==> config.mk <==
export PLATFORM = sky130hd
export DESIGN_NAME = depth_acc
export DESIGN_NICKNAME = d
export VERILOG_FILES = /design/src/tm_cfg_pkg.sv /design/src/tm_msg_pkg.sv /design/src/depth_acc.sv /design/src/depth_level.sv /design/src/depth_ram.sv /design/src/depth_req_fifo.sv /design/src/depth_init_ctrl.sv
export SDC_FILE = /design/constraint.sdc
export NUM_CORES = 1
export LEC_CHECK = 0
export BUFFER_PORTS_ARGS = -buffer_cell sky130_fd_sc_hd__buf_4
export CORE_AREA = 2 2 234 236
export CTS_CLUSTER_SIZE = 12
export DETAILED_ROUTE_END_ITERATION = 16
export DIE_AREA = 0 0 236 238
export PLACE_DENSITY_LB_ADDON = 0.2
export SLEW_MARGIN = 30
export SYNTH_ARGS = -nofsm -noshare
export SYNTH_HDL_FRONTEND = slang
export SYNTH_SLANG_ARGS = --single-unit
==> constraint.sdc <==
create_clock -name clk -period 3.7 [get_ports clk]
set_clock_uncertainty 0.05 [all_clocks]
set_input_delay 0.37 -clock clk [delete_from_list [all_inputs] [get_ports clk]]
set_output_delay 0.37 -clock clk [all_outputs]
set_load 0.1 [all_outputs]
==> src/tm_cfg_pkg.sv <==
// Configuration package: depth width, default id widths and the depth count type.
package tm_cfg_pkg;

	// Width of one depth count.
	// Counts wrap modulo 2**DEPTH_W with no overflow flag.
	parameter int DEPTH_W = 8;

	// Default queue id width.
	// This is the widest level and it sizes the init address.
	parameter int QID_W_DEF = 6;

	// Default connection id width.
	parameter int CID_W_DEF = 4;

	// One depth count, as stored in the depth memories.
	// It is also the value returned to the requester.
	typedef logic [DEPTH_W-1:0] depth_t;

endpackage
==> src/tm_msg_pkg.sv <==
// Message package: depth response and init write structs.
package tm_msg_pkg;

	import tm_cfg_pkg::*;

	// Response of one level to a depth request.
	// The ack bit is a one-cycle pulse; depth holds the count
	// the id had before the request was applied.
	typedef struct packed {
		logic   ack;
		depth_t depth;
	} depth_rsp_t;

	// Init write broadcast to every level while the memories are cleared.
	// The address spans the widest level; narrower levels keep the low bits.
	typedef struct packed {
		logic                 en;
		logic [QID_W_DEF-1:0] addr;
	} init_wr_t;

endpackage

==> src/depth_acc.sv <==
// Top level depth accumulator: init control plus queue and connection levels.
module depth_acc import tm_cfg_pkg::*, tm_msg_pkg::*; #(
	parameter int QID_W = QID_W_DEF,
	parameter int CID_W = CID_W_DEF
) (
	input  logic             clk,
	input  logic             arst_n,
	input  logic             queue_req,
	input  logic [QID_W-1:0] queue_id,
	input  logic             conn_req,
	input  logic [CID_W-1:0] conn_id,
	input  logic             deq_req,
	input  logic [QID_W-1:0] deq_qid,
	input  logic [CID_W-1:0] deq_cid,
	output depth_rsp_t       queue_rsp,
	output depth_rsp_t       conn_rsp,
	output logic             init_done
);

	// Init walks the wider of the two id spaces.
	localparam int INIT_W = (QID_W > CID_W) ? QID_W : CID_W;

	typedef logic [QID_W-1:0] qid_t;
	typedef logic [CID_W-1:0] cid_t;

	init_wr_t init_wr;

	depth_init_ctrl #(
		.ADDR_W(INIT_W)
	) u_init_ctrl (
		.clk       (clk),
		.arst_n    (arst_n),
		.init_wr   (init_wr),
		.init_done (init_done)
	);

	// Queue level.
	depth_level #(
		.id_t(qid_t)
	) u_queue_lvl (
		.clk       (clk),
		.arst_n    (arst_n),
		.init_wr   (init_wr),
		.init_done (init_done),
		.req       (queue_req),
		.req_id    (queue_id),
		.deq       (deq_req),
		.deq_id    (deq_qid),
		.rsp       (queue_rsp)
	);

	// Connection level, sharing the dequeue strobe.
	depth_level #(
		.id_t(cid_t)
	) u_conn_lvl (
		.clk       (clk),
		.arst_n    (arst_n),
		.init_wr   (init_wr),
		.init_done (init_done),
		.req       (conn_req),
		.req_id    (conn_id),
		.deq       (deq_req),
		.deq_id    (deq_cid),
		.rsp       (conn_rsp)
	);

endmodule

==> src/depth_level.sv <==
// One depth level: arbitration, read-modify-write pipeline, forwarding and response.
module depth_level import tm_cfg_pkg::*, tm_msg_pkg::*; #(
	parameter type id_t = logic [QID_W_DEF-1:0]
) (
	input  logic       clk,
	input  logic       arst_n,
	input  init_wr_t   init_wr,
	input  logic       init_done,
	input  logic       req,
	input  id_t        req_id,
	input  logic       deq,
	input  id_t        deq_id,
	output depth_rsp_t rsp
);

	// Sampled inputs.
	logic req_d1;
	id_t  req_id_d1;
	logic deq_d1;
	id_t  deq_id_d1;

	// Pending request FIFO.
	logic fifo_pop;
	logic fifo_empty;
	id_t  fifo_head;

	// Stage 0, memory read address.
	logic s0_valid;
	id_t  s0_id;

	// Stage 1, memory data and forwarding.
	logic   s1_valid;
	logic   s1_deq;
	id_t    s1_id;
	depth_t ram_rdata;
	depth_t s1_old;

	// Stage 2, the write in flight and the one that landed last cycle.
	logic   wr_en;
	id_t    wr_id;
	depth_t wr_data;
	logic   wr_en_d1;
	id_t    wr_id_d1;
	depth_t wr_data_d1;

	// Memory write port after the init override.
	logic   ram_we;
	id_t    ram_waddr;
	depth_t ram_wdata;

	logic   rsp_ack;
	depth_t rsp_depth;

	// Nothing is taken in until the memory has been cleared.
	always_ff @(posedge clk or negedge arst_n) begin
		if (!arst_n) begin
			req_d1 <= 1'b0;
			deq_d1 <= 1'b0;
		end else begin
			req_d1 <= req & init_done;
			deq_d1 <= deq & init_done;
		end
	end

	always_ff @(posedge clk) begin
		req_id_d1 <= req_id;
		deq_id_d1 <= deq_id;
	end

	depth_req_fifo #(
		.id_t(id_t)
	) u_req_fifo (
		.clk     (clk),
		.arst_n  (arst_n),
		.push    (req_d1),
		.push_id (req_id_d1),
		.pop     (fifo_pop),
		.head_id (fifo_head),
		.empty   (fifo_empty)
	);

	// Dequeue always wins the memory slot; a pending request waits behind it.
	assign fifo_pop = ~deq_d1 & ~fifo_empty & init_done;
	assign s0_valid = deq_d1 | fifo_pop;
	assign s0_id    = deq_d1 ? deq_id_d1 : fifo_head;

	depth_ram #(
		.id_t   (id_t),
		.data_t (depth_t)
	) u_depth_ram (
		.clk   (clk),
		.we    (ram_we),
		.waddr (ram_waddr),
		.wdata (ram_wdata),
		.raddr (s0_id),
		.rdata (ram_rdata)
	);

	// Newest write first: the one about to land, then the one that just landed.
	always_comb begin
		if (wr_en && (wr_id == s1_id)) begin
			s1_old = wr_data;
		end else if (wr_en_d1 && (wr_id_d1 == s1_id)) begin
			s1_old = wr_data_d1;
		end else begin
			s1_old = ram_rdata;
		end
	end

	always_ff @(posedge clk or negedge arst_n) begin
		if (!arst_n) begin
			s1_valid <= 1'b0;
			s1_deq   <= 1'b0;
			wr_en    <= 1'b0;
			wr_en_d1 <= 1'b0;
			rsp_ack  <= 1'b0;
		end else begin
			s1_valid <= s0_valid;
			s1_deq   <= deq_d1;
			wr_en    <= s1_valid;
			wr_en_d1 <= wr_en;
			rsp_ack  <= s1_valid & ~s1_deq;
		end
	end

	// Counts wrap, so no saturation on either side.
	always_ff @(posedge clk) begin
		s1_id      <= s0_id;
		wr_id      <= s1_id;
		wr_data    <= s1_deq ? (s1_old - depth_t'(1)) : (s1_old + depth_t'(1));
		wr_id_d1   <= wr_id;
		wr_data_d1 <= wr_data;
		if (s1_valid && !s1_deq) begin
			rsp_depth <= s1_old;
		end
	end

	// Init clearing owns the write port while it runs.
	assign ram_we    = init_wr.en | wr_en;
	assign ram_waddr = init_wr.en ? id_t'(init_wr.addr) : wr_id;
	assign ram_wdata = init_wr.en ? '0 : wr_data;

	assign rsp = '{ack: rsp_ack, depth: rsp_depth};

endmodule

==> src/depth_ram.sv <==
// Synchronous one-read one-write depth memory with a registered read port.
module depth_ram #(
	parameter type id_t   = logic [5:0],
	parameter type data_t = logic [7:0]
) (
	input  logic  clk,
	input  logic  we,
	input  id_t   waddr,
	input  data_t wdata,
	input  id_t   raddr,
	output data_t rdata
);

	localparam int ENTRIES = 2 ** $bits(id_t);

	data_t mem [ENTRIES];

	// A read at the same address as a write in the same cycle returns the old data.
	// The level pipeline forwards around that.
	always_ff @(posedge clk) begin
		if (we) begin
			mem[waddr] <= wdata;
		end
		rdata <= mem[raddr];
	end

endmodule

==> src/depth_req_fifo.sv <==
// Two-entry pending request FIFO holding ids while dequeues use the memory.
module depth_req_fifo import tm_cfg_pkg::*; #(
	parameter type id_t = logic [QID_W_DEF-1:0]
) (
	input  logic clk,
	input  logic arst_n,
	input  logic push,
	input  id_t  push_id,
	input  logic pop,
	output id_t  head_id,
	output logic empty
);

	id_t slot [2];
	logic rd_ptr;
	logic wr_ptr;
	logic [1:0] count;

	// Entry storage.
	always_ff @(posedge clk) begin
		if (push) begin
			slot[wr_ptr] <= push_id;
		end
	end

	// Pointers and occupancy.
	// The caller never pushes into a full FIFO and the level never pops an empty one.
	always_ff @(posedge clk or negedge arst_n) begin
		if (!arst_n) begin
			rd_ptr <= 1'b0;
			wr_ptr <= 1'b0;
			count  <= 2'd0;
		end else begin
			if (push) begin
				wr_ptr <= ~wr_ptr;
			end
			if (pop) begin
				rd_ptr <= ~rd_ptr;
			end
			case ({push, pop})
				2'b10:   count <= count + 2'd1;
				2'b01:   count <= count - 2'd1;
				default: count <= count;
			endcase
		end
	end

	// Head is visible without a read strobe.
	assign head_id = slot[rd_ptr];
	assign empty   = (count == 2'd0);

endmodule

==> src/depth_init_ctrl.sv <==
// Init FSM and address counter that clear both depth memories after reset.
module depth_init_ctrl import tm_cfg_pkg::*, tm_msg_pkg::*; #(
	parameter int ADDR_W = QID_W_DEF
) (
	input  logic     clk,
	input  logic     arst_n,
	output init_wr_t init_wr,
	output logic     init_done
);

	typedef enum logic [1:0] {
		st_idle,
		st_clear,
		st_done
	} state_t;

	state_t state;
	state_t state_nxt;
	logic [ADDR_W-1:0] addr_cnt;

	// Idle lasts one cycle, clear walks every address once, done is terminal.
	always_comb begin
		state_nxt = state;
		case (state)
			st_idle:  state_nxt = st_clear;
			st_clear: begin
				if (&addr_cnt) begin
					state_nxt = st_done;
				end
			end
			st_done:  state_nxt = st_done;
			default:  state_nxt = st_idle;
		endcase
	end

	always_ff @(posedge clk or negedge arst_n) begin
		if (!arst_n) begin
			state    <= st_idle;
			addr_cnt <= '0;
		end else begin
			state <= state_nxt;
			if (state == st_clear) begin
				addr_cnt <= addr_cnt + 1'b1;
			end
		end
	end

	// Write enable is high for exactly 2**ADDR_W cycles.
	assign init_wr.en   = (state == st_clear);
	assign init_wr.addr = QID_W_DEF'(addr_cnt);
	assign init_done    = (state == st_done);

endmodule

==> impl_results.md, run 1 <==
* RSZ-0062 raised after global routing: no
* Antenna violations before repair at 2
* Ant diodes at 0
* Tmin final at between 3000 and 4000 ps
* Peak Freq at 309.2 MHz
* Max FFs per register at 512
* Synth Net Count at 2409
* Gr usage total at between 20% and 30%
* Final Cycle Share at 87.40%
* Max VDD drop at 0.4430 mV
* Post-Syn Instances at about 2400
* Synth unique cells at 54
* Worst setup margin at 466.3 ps
* Pre-Repair DR Iteration Count at 6
* Core ar. at between 0.05 and 0.06 sq mm
* Place WS at 525.1 ps
* Layout cells sized above 1 at approximately an eighth
* Power Density at 486.3 mW/mm^2
* Worst path buffer plus inverter count at 2
* Max incr delay on CP at 770 ps
* Post-route cell area at between 0.03 and 0.04 sq mm
* Status: complete, no violations
* TNS Setup at 0 ps
* Max-slew headroom at 39.51%
* Area after DPL at 0.03282 sq mm
* CTS Buffer Depth at 3
* Seq pwr share at 56.1%
* Syn. warnings at 0
* Max Cap Violations at 0
* Final hold vios at 0
* Cells along the critical path: mux2i_1 -> o21a_4 -> inv_6 -> buf_12 -> nand2_1 -> nand3_1 -> nand3_1 -> a41oi_1 -> or4_1
* Comb power frac at 0.3%
* Worst setup SP type: register
* Post-synthesis sequential area ratio at 73.48%
* Clk pwr share at 43.6%
* Critical path peak fanout at 115
* FFs w/ async S/R, synth at 3.491%
* Row count at 85
* CTS H-tree lvls at 3
* Detailed router's first-iteration violation count at 2303
* Drt total wl at 74390 microns
* Gpl congestion at 0.9138
* Setup violators final at 0
* Detail-routed via count per cell at 5.974
* Post-route ant nets at 0
* Num CTS Buffers at 80
* CP Capture Type: register
* Top Registers: u_queue_lvl.u_depth_ram.mem: 512 flops, u_conn_lvl.u_depth_ram.mem: 128 flops, u_queue_lvl.u_req_fifo.slot: 12 flops
* First-pass GRT wire length at between 100000 and 150000 microns
* Reg with most FFs: u_queue_lvl.u_depth_ram.mem
* P_int at 13.99 mW
* Worst-margin pin slew at 904.0 ps
* Gates resized, CTS repair at 0
* Hold buffer count at cts at 24
* Drt drc at 0
* WL/cell at 22.93 microns
* Lkg Pwr at approximately 12 nW
* Number of global-route vias before repair at 19300
* Data arrival time of the critical path at 3760 ps
* Max-slew violation count at 0
* Synth top area cells: edfxtp_1 65%, nand2_1 7.1%, nand3_1 6.3%
* Syn Area/Cell at 13.22 sq um
* Req. time, crit path at 4220 ps
* Final #Nets at roughly 2500
* #FFs+latches synth at 802
* Die area at between 0.05 and 0.06 sq mm
* Crit path kind: register to register
* Switching pwr at 3.262 mW
* Port bufs at 43
* Primary FF master, synth: edfxtp_1
* CP most frequent cell: nand3_1
* Reg clk slew, reported paths at 60 ps
* Vias at between 15000 and 20000
* I/O pin cnt at 44
* Chip width at 236 microns
* Largest area contributor in the netlist: edfxtp_1
* Post-synth EDFFs at between 600 and 700
* Initial core utilization at between 50% and 60%
* Clk sink count at 802
* Mapped cell area at 0.03125 sq mm
* CTS tree: yes
* GRT Residual Overflow at 0
* Pin count of the biggest net entering global routing at 116
* P&R area growth vs syn at 13.51%
* Setup Buffers After CTS at 0
* Yosys top cell area share at 64.96%
* Min-Delay Path Class: input port to asynchronous set/reset pin
* Switching Share at 18.91%
* Clk_lat worst skew at about 630 ps
* Delay-heaviest family, CP: compound AO/OA/AOI/OAI gates
* Die Height at 238 microns
* Slowest cell on crit path: a41oi_1
* Post-DP HPWL at 45550 microns
* CTS Root Buffer Type: clkbuf_16
## placed cells by master, fill, tap and decap left out, drive strengths merged, types with 4 or more instances in the layout
cell type    netlist  routed
nand2            590     590
nor3               6       6
or3                5       5
nand3            396     396
and3               9       9
xor2              16      16
xnor2             33      33
a31oi             13      13
nor2b             23      23
ha                18      18
o21ai             29      29
or2                6       6
dfrtp             28      28
nor3b              4       4
dfxtp             98      98
or4                9       9
inv               24      26
nor2             103     103
mux2i             25      25
nand2b             7       7
a21oi             12      12
nand4              4       4
clkinv             2      10
a31o               4       4
edfxtp           676     676
clkbuf            42     131
and2               6       6
a21o               5       5
buf               83     144
dlygate4sd3        0      24
o21a               7       7
a41oi             33      33
mux4              32      32
## final cells by class
type                       count  area [sq um]
clock buffer                 131          2328
clock inverter                10         57.56
fill                        3758         18020
inverter                      26         103.9
multi-input combinational   1411          7726
sequential                   802         22960
tap                          696         870.8
timing repair buffer         168          1421
## cell usage after synthesis, drive strengths merged, types with 2 or more instances
| master | count |
|---|---|
| nor2b | 23 |
| or3 | 5 |
| dfxtp | 98 |
| a41oi | 33 |
| edfxtp | 676 |
| dfrtp | 28 |
| o21ai | 29 |
| clkinv | 2 |
| a21oi | 12 |
| and3 | 9 |
| or4 | 9 |
| nor3b | 4 |
| nand2 | 590 |
| o32ai | 2 |
| or2 | 6 |
| xnor2 | 33 |
| o21a | 7 |
| nand4 | 4 |
| ha | 18 |
| a31oi | 13 |
| a31o | 4 |
| nor2 | 103 |
| clkbuf | 42 |
| nand2b | 7 |
| and2 | 6 |
| o31ai | 2 |
| mux2i | 25 |
| a21o | 5 |
| mux4 | 32 |
| xor2 | 16 |
| fa | 2 |
| inv | 24 |
| nor3 | 6 |
| buf | 83 |
| nand3 | 396 |
## path summary, 6_finish.rpt
check,slack [ps],start,to,cells past startpoint
setup reg to reg,470,u_queue_lvl.u_req_fifo.rd_ptr,u_queue_lvl.u_depth_ram.rdata[0],9
hold / removal,170,arst_n,u_conn_lvl.req_d1,2
hold reg to reg,320,u_queue_lvl.wr_data[1],u_queue_lvl.wr_data_d1[1],0
min in group clk,320,u_queue_lvl.wr_data[1],u_queue_lvl.wr_data_d1[1],0
max in group asynchronous,3110,arst_n,u_queue_lvl.wr_en_d1,2
setup / recovery,470,u_queue_lvl.u_req_fifo.rd_ptr,u_queue_lvl.u_depth_ram.rdata[0],9
## power groups by stage
stage	Combinational, mW	Sequential [mW]	Clock (mW)
finish	0.0463	9.68	7.52
global route	0.0503	9.67	7.97
CTS	0.0455	9.68	7.60
detailed placement	0.0259	9.87	0
global placement	0.0249	9.87	0
floorplan	0.00000476	9.86	0
## cells by family (layout without fill, tap and decap cells)
family | count (synthesis) | after routing | share of synthesized area [%]
simple gates | 1170 | 1170 | 16.33
flops | 802 | 802 | 73.48
buf+inv | 151 | 335 | 2.230
compound gates | 114 | 114 | 2.586
mux | 58 | 58 | 3.155
xor+xnor | 49 | 49 | 1.373
fa+ha+maj | 20 | 20 | 0.8488
## metal layers
metal	GRT usage, %	part of all wire (%)
met1	37.35	41
met2	43.47	49
met3	4.292	6.8
met4	11.72	3.7
met5	0	0.040
## per-stage QoR
step | instances | power [mW] | utilization, % | hold WS, ps
global route | 3244 | 17.69 | 66.31 | 207.7
global placement | 3078 | 9.892 | 61.32 | 268.8
CTS | 3243 | 17.32 | 66.26 | 150.0
floorplan | 2364 | 9.864 | - | 24.41
detailed placement | 3078 | 9.894 | 61.35 | 280.2
finish | 3244 | 17.25 | 66.31 | 170.3
No activity file was read; power rests on OpenSTA's default activity.
==> run 2, diff against run 1 <==
--- a/config.mk
+++ b/config.mk
@@ -6,10 +6,10 @@
 export NUM_CORES = 1
 export LEC_CHECK = 0
 export BUFFER_PORTS_ARGS = -buffer_cell sky130_fd_sc_hd__buf_4
-export CORE_AREA = 2 2 234 236
+export CORE_AREA = 2 2 302 304
 export CTS_CLUSTER_SIZE = 12
 export DETAILED_ROUTE_END_ITERATION = 16
-export DIE_AREA = 0 0 236 238
+export DIE_AREA = 0 0 304 306
 export PLACE_DENSITY_LB_ADDON = 0.2
 export SLEW_MARGIN = 30
 export SYNTH_ARGS = -nofsm -noshare
==> impl_results.md, run 2 (synthesis results as in run 1) <==
* Status: complete, no violations
* Commonest cells after routing, fill and taps aside: 676 x edfxtp_1, 590 x nand2_1, 396 x nand3_1
* First-pass GRT wire length at 124100 microns
* Worst setup SP type: register
* Chip width at 304 microns
* Pin count of the biggest net entering global routing at 97
* CTS Buffer Depth at 3
* Gr usage total at 17.64%
* Pre-Repair DR Iteration Count at 6
* Setup Buffers After CTS at 0
* CTS H-tree lvls at 3
* P_int at 14.70 mW
* Max FFs per register at 512
* Reg with most FFs: u_queue_lvl.u_depth_ram.mem
* Lkg Pwr at 12.15 nW
* Crit path kind: register to register
* CTS Root Buffer Type: clkbuf_16
* Post-route ant nets at 0
* Req. time, crit path at 3920 ps
* Peak Freq at around 300 MHz
* Vias at approximately 19000
* GRT Residual Overflow at 0
* I/O pin cnt at 44
* Data arrival time of the critical path at between 3000 and 4000 ps
* Die Height at 306 microns
* Clk pwr share at 47.0%
* P&R area growth vs syn at 16.82%
* Seq pwr share at 52.7%
* Gpl congestion at between 0.8 and 0.9
* Area after DPL at 0.03338 sq mm
* Drt total wl at 83110 microns
* Top Registers: u_queue_lvl.u_depth_ram.mem: 512 flops, u_conn_lvl.u_depth_ram.mem: 128 flops, u_queue_lvl.u_req_fifo.slot: 12 flops
* Final #Nets at 2529
* Place WS at around 330 ps
* Initial core utilization at 34.88%
* TNS Setup at 0 ps
* Clk sink count at 802
* Final Cycle Share at 91.61%
* Port bufs at 43
* Switching pwr at ~3.7 mW
* Antenna violations before repair at 4
* Hold buffer count at cts at 24
* Worst-margin pin slew at 932.9 ps
* Core ar. at 0.08960 sq mm
* Tmin final at 3389 ps
* Critical path peak fanout at 20
* Reg clk slew, reported paths at 60 ps
* Hold slack at 136.0 ps
* Max-slew headroom at 37.58%
* Gates resized, CTS repair at 0
* RSZ-0062 raised after global routing: no
* Power Density at between 500 and 600 mW/mm^2
* Final hold vios at 0
* Min-Delay Path Class: input port to asynchronous set/reset pin
* Clk_lat worst skew at 660 ps
* Switching Share at 19.93%
* Commonest non-fill, non-tap cell in the layout: edfxtp_1
* Max-slew violation count at 0
* Detail-routed via count per cell at 5.139
* Max VDD drop at 0.3803 mV
* Number of global-route vias before repair at 19220
* WL/cell at 22.26 microns
* CP Capture Type: register
* Worst setup margin at slightly above 300 ps
* Post-DP HPWL at around 52000 microns
* Layout cells sized above 1 at 12.48%
* Post-route cell area at 0.03651 sq mm
* Num CTS Buffers at 87
* Finished Core Util at 40.74%
* Setup violators final at 0
* Row count at 110
* R2r setup slk at ~310 ps
* Max Cap Violations at 0
* Comb power frac at 0.2%
* Detailed router's first-iteration violation count at 1768
* CTS tree: yes
* Die area at 0.09302 sq mm
* Filler cells at 8202
* Drt drc at 0
[run 2: changes by cell type in the layout (fill, tap and decap cells not counted), sizes merged]
| cell | change |
|---|---|
| clkinv | +18 |
| diode | +1 |
| inv | -1 |
| clkbuf | -1 |
| buf | -12 |
| bufinv | +5 |
[run 2: area by class of cell]
cell class,count,area [sq um],area share [%]
flip-flops and latches,802,22960,62.90
multi-input cells,1411,7706,21.11
clock buffers,130,2452,6.718
well taps,1176,1471,4.031
repair buffers,156,1381,3.784
clock inverters,32,426.7,1.169
inverters,26,103.9,0.2845
diodes,1,2.502,0.006855
[run 2: worst paths after layout]
kind,cells past startpoint,to,start
setup / recovery,6,u_queue_lvl.u_depth_ram.mem[52][3],u_init_ctrl.state[1]
hold / removal,2,u_queue_lvl.u_req_fifo.wr_ptr,arst_n
hold reg to reg,0,u_conn_lvl.wr_data_d1[0],u_conn_lvl.wr_data[0]
max in group asynchronous,2,u_conn_lvl.wr_en,arst_n
setup reg to reg,6,u_queue_lvl.u_depth_ram.mem[52][3],u_init_ctrl.state[1]
min in group clk,2,u_conn_lvl.deq_id_d1[1],deq_cid[1]
[run 2: layer usage]
layer	up-vias	GRT usage, %	share of wire [%]
li1	8793	-	-
met1	9656	24.03	44
met2	612	29.29	48
met3	128	2.530	5.5
met4	0	5.415	2.6
met5	-	0	0
[run 2: metrics by stage]
step                      total power, mW  instances
after CTS                           18.55       3733
after floorplan                     9.864       2364
after detailed placement            9.894       3547
after global routing                18.90       3733
after global placement              9.892       3546
final                               18.35       3734
[run 2: worst max-delay path, stage by stage (launching register included)]
cell      delay [ps]
dfrtp_1          380
inv_1            100
ha_2             430
nand2b_1         160
o32ai_1          400
nand3_1          640
nor2_1           840
[run 2: power groups by stage]
| stage | clock network, mW | logic (mW) | registers [mW] |
|---|---|---|---|
| 3_5_place_dp | 0 | 0.0266 | 9.87 |
| 2_1_floorplan | 0 | 0.00000476 | 9.86 |
| 4_1_cts | 8.83 | 0.0461 | 9.68 |
| 5_1_grt | 9.18 | 0.0502 | 9.67 |
| 3_3_place_gp | 0 | 0.0253 | 9.87 |
| 6_report | 8.63 | 0.0457 | 9.68 |
==> run 3, diff against run 2 <==
--- a/config.mk
+++ b/config.mk
@@ -5,11 +5,12 @@
 export SDC_FILE = /design/constraint.sdc
 export NUM_CORES = 1
 export LEC_CHECK = 0
+export ABC_AREA = 1
 export BUFFER_PORTS_ARGS = -buffer_cell sky130_fd_sc_hd__buf_4
-export CORE_AREA = 2 2 302 304
+export CORE_AREA = 2 2 338 340
 export CTS_CLUSTER_SIZE = 12
 export DETAILED_ROUTE_END_ITERATION = 16
-export DIE_AREA = 0 0 304 306
+export DIE_AREA = 0 0 340 342
 export PLACE_DENSITY_LB_ADDON = 0.2
 export SLEW_MARGIN = 30
 export SYNTH_ARGS = -nofsm -noshare
==> impl_results.md, run 3 <==
* CP Capture Type: register
* Reg clk slew, reported paths at 60 ps
* Busiest grt layer: met2
* Reg with most FFs: u_queue_lvl.u_depth_ram.mem
* Detail-routed via count per cell at ~4.5
* Drt total wl at 89160 microns
* CTS H-tree lvls at 3
* Seq pwr share at 53.1%
* Primary FF master, synth: edfxtp_1
* Most frequent cell after synthesis: nand2_1
* Post-route ant nets at 0
* Commonest non-fill, non-tap cell in the layout: nand2_1
* Final #Nets at roughly 3300
* Detailed router's first-iteration violation count at 1436
* Max incr delay on CP at 470 ps
* P&R area growth vs syn at 17.34%
* Synth top area cells: edfxtp_1 61%, nand2_1 7.9%, nand3_1 7.1%
* Max FFs per register at between 500 and 600
* Met1 global-route usage at 20.77%
* Final Cycle Share at around 86%
* Cells after DPL at roughly 4700
* Pin count of the biggest net entering global routing at 95
* Power Density at 463.4 mW/mm^2
* Drt drc at 0
* WL/cell at 18.38 microns
* Port bufs at 43
* Synth cell count leaders: 702 x nand2_1, 676 x edfxtp_1, 497 x inv_1
* Filler cells at 11260
* Gr usage total at 15.17%
* Initial core utilization at 29.63%
* Comb power frac at 0.3%
* Post-synthesis sequential area ratio at 68.51%
* Register Area at roughly 0.023 sq mm
* Data arrival time of the critical path at between 3000 and 4000 ps
* Post-route insts no fill at 4851
* Footprint of the multi-input gates at 0.008060 sq mm
* Peak Freq at 315.2 MHz
* Met3 usage at 2.402%
* Top Registers: u_queue_lvl.u_depth_ram.mem: 512 flops, u_conn_lvl.u_depth_ram.mem: 128 flops, u_queue_lvl.u_req_fifo.slot: 12 flops
* Antenna violations before repair at 2
* Min-Delay Path Class: input port to asynchronous set/reset pin
* Row count at 124
* Switching pwr at 3.608 mW
* Max Cap Violations at 0
* Max VDD drop at roughly 0.33 mV
* Pre-Repair DR Iteration Count at 8
* Core ar. at 0.1131 sq mm
* CTS tree: yes
* Die Height at 342 microns
* GRT Residual Overflow at 0
* Commonest cells after routing, fill and taps aside: 700 x nand2_1, 676 x edfxtp_1, 495 x inv_1
* Critical path peak fanout at 8
* Largest area contributor in the netlist: edfxtp_1
* Yosys top cell area share at approximately three fifths
* Num CTS Buffers at 90
* Mapped cell area at 0.03352 sq mm
* Clk sink count at 802
* Number of global-route vias before repair at between 20000 and 25000
* Max-slew headroom at 33.51%
* Gpl congestion at ~0.8
* Worst-margin pin slew at just under 1000 ps
* Setup Buffers After CTS at 0
* Die area at roughly 0.12 sq mm
* FFs w/ async S/R, synth at roughly 3.5%
* Cells along the critical path: inv_1 -> a21boi_0 -> nand3_1 -> nor2_1 -> nor2_1 -> nor2_1 -> o21ai_0 -> o21ai_0 -> inv_1 -> fa_1 -> o21ai_0 -> a21oi_1 -> o21ai_0 -> xor2_1
* Final hold vios at 0
* Met2 Usage GRT at 24.47%
* Lkg Pwr at 16.19 nW
* Clk pwr share at between 40% and 50%
* Post-Syn Instances at 3126
* TNS Setup at 0 ps
* Post-synth EDFFs at between 600 and 700
* CTS Root Buffer Type: clkbuf_16
* I/O pin cnt at 44
* Clk_lat worst skew at between 600 and 700 ps
* Status: complete, no violations
* Syn Area/Cell at 10.72 sq um
* Finished Core Util at 34.77%
* Max-slew violation count at 0
* CP most frequent cell: o21ai_0
* Design Power at 18.23 mW
* Req. time, crit path at 4220 ps
* Synth unique cells at 33
* CTS Buffer Depth at 3
* Chip width at 340 microns
* Setup violators final at 0
* Ant diodes at 0
* RSZ-0062 raised after global routing: no
* #FFs+latches synth at 802
* Vias at ~22000
* Switching Share at 19.79%
* Tmin final at 3172 ps
* Synth Net Count at 3171
* Layout cells sized above 1 at 10.57%
* P_int at 14.62 mW
* Slowest cell on crit path: nor2_1
* Syn. warnings at 0
* Worst setup SP type: register
* First-pass GRT wire length at 133900 microns
* Crit path kind: register to register
* Post-DP HPWL at 53470 microns
-- run 3: cells by family after synthesis --
kind of cell             count (synthesis)  synth area share, %
XOR/XNOR                                22               0.5749
buffers and inverters                  646                7.780
AND/OR/NAND/NOR                       1422                18.48
adder cells (fa/ha/maj)                 20               0.7914
AO/OA/AOI/OAI                          214                3.860
flip-flops                             802                68.51
-- run 3: per-stage QoR --
stage / area (sq um) / setup WS [ps] / hold WS (ps)
6_report: 39330 / 527.6 / 137.4
5_1_grt: 39330 / 201.5 / 144.5
4_1_cts: 39330 / 478.3 / 111.1
3_5_place_dp: 36270 / 534.4 / 279.1
3_3_place_gp: 36270 / 488.4 / 281.7
2_1_floorplan: 33520 / 436.8 / 24.41
-- run 3: final timing paths --
path,cells after the start,start,slack (ps),to
worst max-delay path,14,u_queue_lvl.s1_id[0],530,u_queue_lvl.wr_data[6]
worst min-delay path,2,arst_n,140,u_conn_lvl.deq_d1
worst max register to register,14,u_queue_lvl.s1_id[0],530,u_queue_lvl.wr_data[6]
worst min register to register,0,u_conn_lvl.wr_data[6],300,u_conn_lvl.wr_data_d1[6]
max in group asynchronous,2,arst_n,3170,u_conn_lvl.wr_en_d1
min in group clk,0,u_conn_lvl.wr_data[6],300,u_conn_lvl.wr_data_d1[6]
-- run 3: cell type report --
| class | instances | share of cell area [%] |
|---|---|---|
| flip-flops and latches | 802 | 58.39 |
| multi-input cells | 1678 | 20.50 |
| clock buffers | 131 | 6.668 |
| well taps | 1512 | 4.810 |
| inverters | 503 | 4.807 |
| repair buffers | 193 | 4.346 |
| clock inverters | 32 | 0.4868 |
-- run 3: what timing repair did --
item / CTS / global route
endpoints found under the setup margin: 0 / 0
hold endpoints to repair: 51 / 0
resized for setup: 0 / 0
hold buffers: 24 / 0
-- run 3: layer usage --
layer	share of wire, %	routed length [microns]	vias up
met5	0.020	18	-
met4	3.1	2724	2
met3	4.3	3799	148
met2	46	41230	439
met1	46	41390	10330
li1	-	-	10680
-- run 3: critical path, delay by kind of cell, from the launching register on --
kind / cells / cell delay [ps]
AO/OA/AOI/OAI: 6 / 1110
XOR/XNOR: 1 / 160
flip-flops: 1 / 360
AND/OR/NAND/NOR: 4 / 850
adder cells (fa/ha/maj): 1 / 420
buffers and inverters: 2 / 160
-- run 3: power by group through the flow --
stage / sequential, mW / clock [mW] / combinational (mW)
finish: 9.68 / 8.50 / 0.0483
global route: 9.67 / 9.07 / 0.0529
CTS: 9.68 / 8.72 / 0.0494
detailed placement: 9.87 / 0 / 0.0294
global placement: 9.87 / 0 / 0.0294
floorplan: 9.86 / 0 / 0.00163
